$ cat src/alu_pkg.sv
/*
  Shared types for the conditional ALU pipeline: opcodes, condition codes,
  else-value selects and flag bit positions, plus the condition evaluator.
  Every pipeline stage and the testbench import this package.
*/
package alu_pkg;

  typedef enum logic [3:0] {
    OP_ADD   = 4'd0,
    OP_SUB   = 4'd1,
    OP_AND   = 4'd2,
    OP_XOR   = 4'd3,
    OP_OR    = 4'd4,
    OP_SHL   = 4'd5,
    OP_SHR   = 4'd6,
    OP_SAR   = 4'd7,
    OP_SXT8  = 4'd8,
    OP_SXT16 = 4'd9,
    OP_SXT32 = 4'd10,
    OP_MOV   = 4'd11  // 12..15 decode as move
  } op_t;

  typedef enum logic [3:0] {
    C_EQ, C_NE, C_CS, C_CC, C_MI, C_PL, C_VS, C_VC,
    C_HI, C_LS, C_GE, C_LT, C_GT, C_LE, C_AL, C_NV
  } cond_t;

  typedef enum logic [1:0] {
    ELSE_A    = 2'd0,
    ELSE_ONE  = 2'd1,
    ELSE_ZERO = 2'd2,
    ELSE_ONES = 2'd3
  } else_t;

  // positions in the 4-bit flags word
  localparam int FLAG_C = 3;
  localparam int FLAG_V = 2;
  localparam int FLAG_N = 1;
  localparam int FLAG_Z = 0;

  function automatic logic cond_true(cond_t c, logic [3:0] f);
    logic z;
    logic n;
    logic v;
    logic cy;
    z  = f[FLAG_Z];
    n  = f[FLAG_N];
    v  = f[FLAG_V];
    cy = f[FLAG_C];
    case (c)
      C_EQ: return z;
      C_NE: return !z;
      C_CS: return cy;
      C_CC: return !cy;
      C_MI: return n;
      C_PL: return !n;
      C_VS: return v;
      C_VC: return !v;
      C_HI: return cy && !z;  // unsigned higher
      C_LS: return !cy || z;
      C_GE: return n == v;
      C_LT: return n != v;
      C_GT: return !z && (n == v);
      C_LE: return z || (n != v);
      C_AL: return 1'b1;
      default: return 1'b0;  // C_NV
    endcase
  endfunction

endpackage

$ cat src/alu_high.sv
/*
  Stage 3 of the conditional ALU. Finishes the high half with the carry
  from the low half, joins both halves and derives C, V, N and Z. When the
  condition failed the else value and the incoming flags are registered
  instead.
*/
`timescale 1ns/1ns

module alu_high import alu_pkg::*; #(
  parameter int DATA_W = 64
) (
  input  logic                clk,
  input  logic                rst,
  input  logic                s2_valid,
  input  op_t                 s2_op,
  input  logic                s2_exec,
  input  logic [DATA_W-1:0]   s2_a,
  input  logic [DATA_W-1:0]   s2_b,
  input  logic [DATA_W-1:0]   s2_else,
  input  logic [3:0]          s2_flags,
  input  logic [DATA_W/2-1:0] s2_lo,
  input  logic                s2_carry,
  output logic                out_valid,
  output logic [DATA_W-1:0]   result,
  output logic [3:0]          flags_out
);

  localparam int HALF_W = DATA_W / 2;
  localparam int SX8  = DATA_W - 8;
  localparam int SX16 = DATA_W - 16;
  localparam int SX32 = (DATA_W > 32) ? DATA_W - 32 : 0;

  logic [HALF_W-1:0] a_hi;
  logic [HALF_W-1:0] b_hi;
  logic [HALF_W-1:0] sum_hi;
  logic              cout;
  logic              ovf;
  logic              is_arith;
  logic [5:0]        shamt;
  logic [DATA_W-1:0] shl;
  logic [DATA_W-1:0] shr;
  logic [DATA_W-1:0] sar;
  logic [DATA_W-1:0] sx8;
  logic [DATA_W-1:0] sx16;
  logic [DATA_W-1:0] sx32;
  logic [HALF_W-1:0] hi;
  logic [DATA_W-1:0] res;
  logic [3:0]        flags;

  assign a_hi = s2_a[DATA_W-1:HALF_W];
  assign b_hi = (s2_op == OP_SUB) ? ~s2_b[DATA_W-1:HALF_W] : s2_b[DATA_W-1:HALF_W];
  assign {cout, sum_hi} = {1'b0, a_hi} + {1'b0, b_hi} + {{HALF_W{1'b0}}, s2_carry};
  // operands agree in sign but the sum does not
  assign ovf      = (a_hi[HALF_W-1] == b_hi[HALF_W-1]) && (sum_hi[HALF_W-1] != a_hi[HALF_W-1]);
  assign is_arith = (s2_op == OP_ADD) || (s2_op == OP_SUB);

  assign shamt = 6'(s2_b[5:0] % DATA_W);
  assign shl   = s2_a << shamt;
  assign shr   = s2_a >> shamt;
  assign sar   = $signed(s2_a) >>> shamt;

  assign sx8  = $signed(s2_a << SX8) >>> SX8;
  assign sx16 = $signed(s2_a << SX16) >>> SX16;
  assign sx32 = $signed(s2_a << SX32) >>> SX32;

  always_comb begin
    case (s2_op)
      OP_ADD, OP_SUB: hi = sum_hi;
      OP_AND:   hi = a_hi & s2_b[DATA_W-1:HALF_W];
      OP_XOR:   hi = a_hi ^ s2_b[DATA_W-1:HALF_W];
      OP_OR:    hi = a_hi | s2_b[DATA_W-1:HALF_W];
      OP_SHL:   hi = shl[DATA_W-1:HALF_W];
      OP_SHR:   hi = shr[DATA_W-1:HALF_W];
      OP_SAR:   hi = sar[DATA_W-1:HALF_W];
      OP_SXT8:  hi = sx8[DATA_W-1:HALF_W];  // sign fill
      OP_SXT16: hi = sx16[DATA_W-1:HALF_W];
      OP_SXT32: hi = sx32[DATA_W-1:HALF_W];
      default:  hi = s2_b[DATA_W-1:HALF_W];
    endcase
  end

  assign res = {hi, s2_lo};

  always_comb begin
    flags         = '0;
    flags[FLAG_C] = is_arith & cout;
    flags[FLAG_V] = is_arith & ovf;
    flags[FLAG_N] = res[DATA_W-1];
    flags[FLAG_Z] = (res == '0);
  end

  always_ff @(posedge clk) begin
    if (rst) out_valid <= 1'b0;
    else     out_valid <= s2_valid;
  end

  always_ff @(posedge clk) begin
    result    <= s2_exec ? res : s2_else;
    flags_out <= s2_exec ? flags : s2_flags;  // failed condition keeps flags
  end

endmodule

$ cat src/alu_issue.sv
/*
  Stage 1 of the conditional ALU. Captures an operation when in_valid is
  high, picks the immediate or b as operand B, evaluates the condition
  against the incoming flags and expands the else select to a full word.
*/
`timescale 1ns/1ns

module alu_issue import alu_pkg::*; #(
  parameter int DATA_W = 64
) (
  input  logic              clk,
  input  logic              rst,
  input  logic              in_valid,
  input  op_t               op,
  input  cond_t             cond,
  input  else_t             else_sel,
  input  logic [DATA_W-1:0] a,
  input  logic [DATA_W-1:0] b,
  input  logic [DATA_W-1:0] imm,
  input  logic              use_imm,
  input  logic [3:0]        flags_in,
  output logic              s1_valid,
  output op_t               s1_op,
  output logic              s1_exec,
  output logic [DATA_W-1:0] s1_a,
  output logic [DATA_W-1:0] s1_b,
  output logic [DATA_W-1:0] s1_else,
  output logic [3:0]        s1_flags
);

  logic [DATA_W-1:0] opnd_b;
  logic [DATA_W-1:0] else_val;
  logic              exec;

  assign opnd_b = use_imm ? imm : b;
  assign exec   = cond_true(cond, flags_in);

  always_comb begin
    case (else_sel)
      ELSE_A:    else_val = a;
      ELSE_ONE:  else_val = {{(DATA_W-1){1'b0}}, 1'b1};
      ELSE_ZERO: else_val = '0;
      default:   else_val = '1;  // ELSE_ONES
    endcase
  end

  always_ff @(posedge clk) begin
    if (rst) begin
      s1_valid <= 1'b0;
    end else begin
      s1_valid <= in_valid;
    end
  end

  // payload, no reset
  always_ff @(posedge clk) begin
    s1_op    <= op;
    s1_exec  <= exec;
    s1_a     <= a;
    s1_b     <= opnd_b;
    s1_else  <= else_val;
    s1_flags <= flags_in;
  end

endmodule

$ cat src/alu_low.sv
/*
  Stage 2 of the conditional ALU. Produces the low half of the result and
  the carry out of the low-half add or subtract. Shifts work on the full
  word so right shifts pull in upper bits. Operands are passed on so the
  next stage can finish the high half.
*/
`timescale 1ns/1ns

module alu_low import alu_pkg::*; #(
  parameter int DATA_W = 64
) (
  input  logic                clk,
  input  logic                rst,
  input  logic                s1_valid,
  input  op_t                 s1_op,
  input  logic                s1_exec,
  input  logic [DATA_W-1:0]   s1_a,
  input  logic [DATA_W-1:0]   s1_b,
  input  logic [DATA_W-1:0]   s1_else,
  input  logic [3:0]          s1_flags,
  output logic                s2_valid,
  output op_t                 s2_op,
  output logic                s2_exec,
  output logic [DATA_W-1:0]   s2_a,
  output logic [DATA_W-1:0]   s2_b,
  output logic [DATA_W-1:0]   s2_else,
  output logic [3:0]          s2_flags,
  output logic [DATA_W/2-1:0] s2_lo,
  output logic                s2_carry
);

  localparam int HALF_W = DATA_W / 2;
  // left shift that puts the source sign bit at the top
  localparam int SX8  = DATA_W - 8;
  localparam int SX16 = DATA_W - 16;
  localparam int SX32 = (DATA_W > 32) ? DATA_W - 32 : 0;

  logic              is_sub;
  logic [DATA_W-1:0] b_op;
  logic [HALF_W-1:0] sum_lo;
  logic              cout;
  logic [5:0]        shamt;
  logic [DATA_W-1:0] shl;
  logic [DATA_W-1:0] shr;
  logic [DATA_W-1:0] sar;
  logic [DATA_W-1:0] sx8;
  logic [DATA_W-1:0] sx16;
  logic [DATA_W-1:0] sx32;
  logic [HALF_W-1:0] lo;

  assign is_sub = (s1_op == OP_SUB);
  assign b_op   = is_sub ? ~s1_b : s1_b;  // a - b as a + ~b + 1
  assign {cout, sum_lo} = {1'b0, s1_a[HALF_W-1:0]} + {1'b0, b_op[HALF_W-1:0]}
                        + {{HALF_W{1'b0}}, is_sub};

  assign shamt = 6'(s1_b[5:0] % DATA_W);
  assign shl   = s1_a << shamt;
  assign shr   = s1_a >> shamt;
  assign sar   = $signed(s1_a) >>> shamt;

  assign sx8  = $signed(s1_a << SX8) >>> SX8;
  assign sx16 = $signed(s1_a << SX16) >>> SX16;
  assign sx32 = $signed(s1_a << SX32) >>> SX32;

  always_comb begin
    case (s1_op)
      OP_ADD, OP_SUB: lo = sum_lo;
      OP_AND:   lo = s1_a[HALF_W-1:0] & s1_b[HALF_W-1:0];
      OP_XOR:   lo = s1_a[HALF_W-1:0] ^ s1_b[HALF_W-1:0];
      OP_OR:    lo = s1_a[HALF_W-1:0] | s1_b[HALF_W-1:0];
      OP_SHL:   lo = shl[HALF_W-1:0];
      OP_SHR:   lo = shr[HALF_W-1:0];
      OP_SAR:   lo = sar[HALF_W-1:0];
      OP_SXT8:  lo = sx8[HALF_W-1:0];
      OP_SXT16: lo = sx16[HALF_W-1:0];
      OP_SXT32: lo = sx32[HALF_W-1:0];
      default:  lo = s1_b[HALF_W-1:0];  // move
    endcase
  end

  always_ff @(posedge clk) begin
    if (rst) s2_valid <= 1'b0;
    else     s2_valid <= s1_valid;
  end

  always_ff @(posedge clk) begin
    s2_op    <= s1_op;
    s2_exec  <= s1_exec;
    s2_a     <= s1_a;
    s2_b     <= s1_b;
    s2_else  <= s1_else;
    s2_flags <= s1_flags;
    s2_lo    <= lo;
    s2_carry <= cout;  // only meaningful for add/sub
  end

endmodule

$ cat src/cond_alu.sv
/*
  Conditional integer execute pipeline. Three stages chained back to back
  with a fixed latency of three cycles and no back-pressure. Every beat with
  in_valid high comes out once on out_valid. DATA_W is set here.
*/
`timescale 1ns/1ns

module cond_alu import alu_pkg::*; #(
  parameter int DATA_W = 64
) (
  input  logic              clk,
  input  logic              rst,
  input  logic              in_valid,
  input  op_t               op,
  input  cond_t             cond,
  input  else_t             else_sel,
  input  logic [DATA_W-1:0] a,
  input  logic [DATA_W-1:0] b,
  input  logic [DATA_W-1:0] imm,
  input  logic              use_imm,
  input  logic [3:0]        flags_in,
  output logic              out_valid,
  output logic [DATA_W-1:0] result,
  output logic [3:0]        flags_out
);

  // issue to low
  logic              s1_valid;
  op_t               s1_op;
  logic              s1_exec;
  logic [DATA_W-1:0] s1_a;
  logic [DATA_W-1:0] s1_b;
  logic [DATA_W-1:0] s1_else;
  logic [3:0]        s1_flags;

  // low to high
  logic                s2_valid;
  op_t                 s2_op;
  logic                s2_exec;
  logic [DATA_W-1:0]   s2_a;
  logic [DATA_W-1:0]   s2_b;
  logic [DATA_W-1:0]   s2_else;
  logic [3:0]          s2_flags;
  logic [DATA_W/2-1:0] s2_lo;
  logic                s2_carry;

  alu_issue #(.DATA_W(DATA_W)) issue_i (.*);

  alu_low #(.DATA_W(DATA_W)) low_i (.*);

  alu_high #(.DATA_W(DATA_W)) high_i (.*);

endmodule

$ cat config.mk
export PLATFORM = sky130hd
export DESIGN_NAME = cond_alu
export DESIGN_NICKNAME = d
export VERILOG_FILES = /design/src/alu_pkg.sv /design/src/alu_high.sv /design/src/alu_issue.sv /design/src/alu_low.sv /design/src/cond_alu.sv
export SDC_FILE = /design/constraint.sdc
export NUM_CORES = 2
export LEC_CHECK = 0
export ABC_AREA = 1
export BUFFER_PORTS_ARGS = -buffer_cell sky130_fd_sc_hd__buf_4
export CAP_MARGIN = 10
export CORE_MARGIN = 2
export CORE_UTILIZATION = 55
export CTS_BUF_LIST = sky130_fd_sc_hd__clkbuf_2
export DETAILED_ROUTE_END_ITERATION = 10
export PLACE_DENSITY = 0.77
export SYNTH_ARGS = -nofsm -noshare
export SYNTH_HDL_FRONTEND = slang
export SYNTH_SLANG_ARGS = --single-unit
$ cat constraint.sdc
create_clock -name clk -period 3.7 [get_ports clk]
set_input_delay 0 -clock clk [delete_from_list [all_inputs] [get_ports clk]]
set_output_delay 0 -clock clk [all_outputs]
set_load 0.02 [all_outputs]
==> results.cfg, run 1 <==
[clocking]
clock-sinks = 480
post_cts_buffers = 0
clockRootBuffer = clkbuf_2
cts_inserted_buffers = 115
cts_max_level = 3
cts_buffer_depth = 3

[global_routing]
grt_pass1_wl_um = 314000
grt_max_degree = 111
grt_pass1_vias = 45954
grt_usage_pct = 70.5
grt_overflow = 28

[synthesis]
synth_top_area_share_pct = 30.0
synth.net_count = 5309
yosysWarnings = 0
synth_area_leaders = dfxtp_1 (30%), nand2_1 (16%), nand3_1 (13%)
seq_area_frac_synth_pct = 30.0
avgSynthCellArea_um2 = 6.53
synth_edf_count = 0
synthCells = 4903
netlist_area_um2 = 32000
synth_top_area_cell = dfxtp_1
synth_ff_type = dfxtp_1
yosysUniqueCellTypes = 55
synth_seq_cells = 480
async_flop_share_pct = 0

[placed_design]
gp_congestion = 1.17
place.port_buffers = 278
dp_hpwl_um = 126000

[floorplanning]
start_util_pct = 55.5
rows = 88
die_x_um = 245
ios = 279
floorplan.die.height_um = 245

[outcome]
stop_stage = global routing (5_1_grt)
status = stopped before the end
error_line = [ERROR GRT-0116] Global routing finished with congestion. Check the congestion regions in the DRC Viewer.
[stage by stage]
step	std cells	area [µm²]	setup slack, ns	setup TNS (ns)
4_1_cts	6574	41700	0.00121	0
3_5_place_dp	5914	36000	-0.0575	-0.0679
3_3_place_gp	5914	36000	0.0499	0
2_1_floorplan	4903	32000	0.0419	0
[Yosys cell counts, types with 13 or more instances]
| library cell | n |
|---|---|
| a21oi_1 | 208 |
| a221oi_1 | 15 |
| a22o_1 | 20 |
| a31oi_1 | 13 |
| buf_1 | 36 |
| buf_2 | 80 |
| clkbuf_1 | 146 |
| dfxtp_1 | 480 |
| ha_1 | 193 |
| inv_1 | 345 |
| inv_2 | 14 |
| mux2_2 | 64 |
| mux2i_1 | 21 |
| nand2_1 | 1393 |
| nand3_1 | 820 |
| nand4_1 | 51 |
| nor2_1 | 263 |
| nor3_1 | 30 |
| nor4_1 | 13 |
| o211ai_1 | 40 |
| o21a_1 | 20 |
| o21ai_0 | 381 |
| o21ai_1 | 25 |
| o221ai_1 | 21 |
| o22ai_1 | 25 |
| xor2_1 | 67 |
[kinds of logic after synthesis]
| group | Yosys count | synth area share, % |
|---|---|---|
| flops | 480 | 30.0 |
| fa+ha+maj | 196 | 7.72 |
| simple gates | 2607 | 34.7 |
| compound gates | 830 | 14.9 |
| xor+xnor | 70 | 1.91 |
| mux | 85 | 2.91 |
| buf+inv | 635 | 7.86 |
[routing by layer]
layer  GRT overflow  global-route usage, %
met1              0                   70.2
met2             15                   93.0
met3              0                   45.7
met4             13                   77.3
met5              0                   8.50
[repair_timing]
item                       CTS
hold endpoints to repair   204
hold buffers               458
resized for setup            2
setup endpoints to repair    2
pin swaps                    0
==> inputs of run 2 (changes only) <==
--- a/config.mk
+++ b/config.mk
@@ -9,10 +9,9 @@
 export BUFFER_PORTS_ARGS = -buffer_cell sky130_fd_sc_hd__buf_4
 export CAP_MARGIN = 10
 export CORE_MARGIN = 2
-export CORE_UTILIZATION = 55
-export CTS_BUF_LIST = sky130_fd_sc_hd__clkbuf_2
+export CORE_UTILIZATION = 40
 export DETAILED_ROUTE_END_ITERATION = 10
-export PLACE_DENSITY = 0.77
+export PLACE_DENSITY_LB_ADDON = 0.15
 export SYNTH_ARGS = -nofsm -noshare
 export SYNTH_HDL_FRONTEND = slang
 export SYNTH_SLANG_ARGS = --single-unit
==> constraint.sdc (replaced) <==
create_clock -name clk -period 4.81 [get_ports clk]
set_input_delay 0 -clock clk [delete_from_list [all_inputs] [get_ports clk]]
set_output_delay 0 -clock clk [all_outputs]
set_load 0.02 [all_outputs]
==> run 2 against run 1 <==
The run now ends clean. Synthesized cell count stayed put. Synthesized area stayed put.
==> results.cfg, run 2 <==
[timing]
tns_ns = 0
fmax_mhz = 241
worst_slew_pin_slew_ns = 0.984
rsz0062_at_grt = false
setup_slack_ns = 0.656
setup_viol = 0
fin_skew_ns = 0.0626
slew_violations = 0
period_share_pct = 86.4
max-slew-margin-rel_pct = 33.7
fin_crit_ns = 4.15
hold_ws_ns = 0.0366
hold_viol_final = 0

[floorplanning]
core_um2 = 79100
rows = 103
start_util_pct = 40.5
ios = 279
dieArea_um2 = 82400
die_x_um = 287
floorplan.die.height_um = 287

[global_routing]
grtUsageMet2_pct = 64.5
grt_pass1_wl_um = 232000
met3_usage_pct = 4.52
grt_use_met1_pct = 42.5
grt_overflow = 0
grt-busiest-layer = met2
grt_usage_pct = 38.2
grt_pass1_vias = 34822
grt_max_degree = 110
antenna_found_initial = 10

[setup_path]
ff2ff_path_depth = 24
crit_fanout = 21
ff2ff_setup_slack_ns = 0.66
regToRegStartpoint = low_i.s2_op[1]
start_kind = register
arrival_ns = 4.70
required_ns = 5.35
endpoint_kind = register
timing.rr.end = high_i.flags_out[0]
critical_path_class = reg -> reg

[hold_path]
min_to = issue_i.s1_a[14]
min_path_cells = 2
hp-class = in -> reg
hold_path_startpoint = a[14]

[synthesis]
synth_top_area_cell = dfxtp_1
netlist_area_um2 = 32000
yosysUniqueCellTypes = 55
async_flop_share_pct = 0
synth.net_count = 5309
synth_area_leaders = dfxtp_1 (30%), nand2_1 (16%), nand3_1 (13%)
synth_seq_cells = 480
synth_ff_type = dfxtp_1
yosysMostFrequentCell = nand2_1
synthCells = 4903
yosysWarnings = 0
synth_edf_count = 0
seq_area_frac_synth_pct = 30.0
avgSynthCellArea_um2 = 6.53
synth_top_area_share_pct = 30.0
synth_common_cells = nand2_1 (1,393), nand3_1 (820), dfxtp_1 (480)

[route]
num_vias = 36187
drc = 0
first_iter_violations = 3578
first_pass_iters = 6
vias_per_cell = 5.68
ant_nets = 0
wirelength_um = 162000
wl_per_cell_um = 25.4

[power]
leakagePower_nw = 18.5
max-vdd-ir-drop_uv = 328
power_density_nw_per_um2 = 335

[final_layout]
mostFrequentLayoutCell = nand2_1
stdcell_count = 6371
fin_nets = 5684
layout-drive-gt1-share_pct = 11.2
final_cell_mix = nand2_1 (1,392), nand3_1 (819), dfxtp_1 (472)
area_growth_pct = 22.0
final_util_pct = 49.4

[clocking]
clockRootBuffer = clkbuf_16
clkLatencyLatePin_ns = 0.66
clock-sinks = 480
cts_max_level = 2
cts_inserted_buffers = 50
cts_tree = done
path_clk_slew_ns = 0.06
cts_buffer_depth = 3

[placed_design]
place.port_buffers = 278
dp.cells = 6069
dp_hpwl_um = 127000
gp_congestion = 1.08
post-place-ws_ns = 0.813

[job]
cap_violations = 0

[outcome]
status = finished, final reports clean
==> run 2: layout make-up <==
cell class	instances	area (µm²)
repair buffers	593	5090
multi-input cells	3788	19900
clock inverters	30	359
fillers	8181	40000
flip-flops and latches	480	9620
clock buffers	62	1380
well taps	1050	1310
diodes	3	7.51
inverters	365	1370
==> run 2: cell families (layout without fill, tap and decap cells) <==
logic type / Yosys count / count (layout) / synth area share [%]
buf+inv: 635 / 1050 / 7.86
flops: 480 / 480 / 30.0
fa+ha+maj: 196 / 196 / 7.72
xor+xnor: 70 / 70 / 1.91
other cells: 0 / 3 / 0
compound gates: 830 / 830 / 14.9
mux: 85 / 85 / 2.91
simple gates: 2607 / 2607 / 34.7
==> run 2: layer usage <==
layer	wire (µm)	vias to the layer above
met2	76100	1640
met3	9190	505
met4	16900	2
met1	59400	16797
li1	-	17243
met5	12	-
==> run 2: how the worst max path moves through the flow <==
| stage | end | slack (ns) | depth (start not counted) | startpoint |
|---|---|---|---|---|
| 2_1_floorplan | high_i.flags_out[0] | 1.04 | 28 | low_i.s2_op[3] |
| 3_3_place_gp | high_i.flags_out[0] | 0.73 | 24 | low_i.s2_op[1] |
| 3_5_place_dp | high_i.flags_out[0] | 0.81 | 24 | low_i.s2_op[1] |
| 4_1_cts | high_i.flags_out[0] | 0.78 | 24 | low_i.s2_op[1] |
| 5_1_grt | high_i.flags_out[0] | 0.36 | 24 | low_i.s2_op[1] |
| 6_report | high_i.flags_out[0] | 0.66 | 24 | low_i.s2_op[1] |
==> run 2: worst max-delay path, cell delays in order (launching register included) <==
cell,delay (ns)
dfxtp_1,0.36
inv_1,0.11
nand2_1,0.11
clkinv_1,0.09
nand2_1,0.10
buf_4,0.37
buf_4,0.32
xor2_1,0.10
ha_1,0.40
nand2_1,0.16
nor2_1,0.32
nand2_1,0.17
nor2_1,0.14
nand2_1,0.12
nand3_1,0.10
nand2_1,0.05
nand3_1,0.26
nand3_1,0.13
nand2_1,0.14
nand2_1,0.08
nor2_1,0.14
nand2_1,0.07
nor2_1,0.10
nand2_1,0.07
nand2_1,0.06
==> run 2: through the flow <==
stage	area, µm²	total power, mW
final	39100	13.1
after detailed placement	35300	8.87
after global placement	35300	8.88
after CTS	39100	13.1
after floorplan	32000	7.14
after global routing	39100	13.7
==> run 2: timing repair <==
item                                   CTS  global route
hold buffers                           207             0
resized for setup                        0             0
endpoints found under the hold margin  204             0
setup buffers                            0             0
==> run 2: where the power goes <==
part	internal [mW]	switching, mW
Combinational	1.43	2.85
Clock	2.33	1.73
Sequential	4.41	0.354
Power figures use the tool's default switching activity.
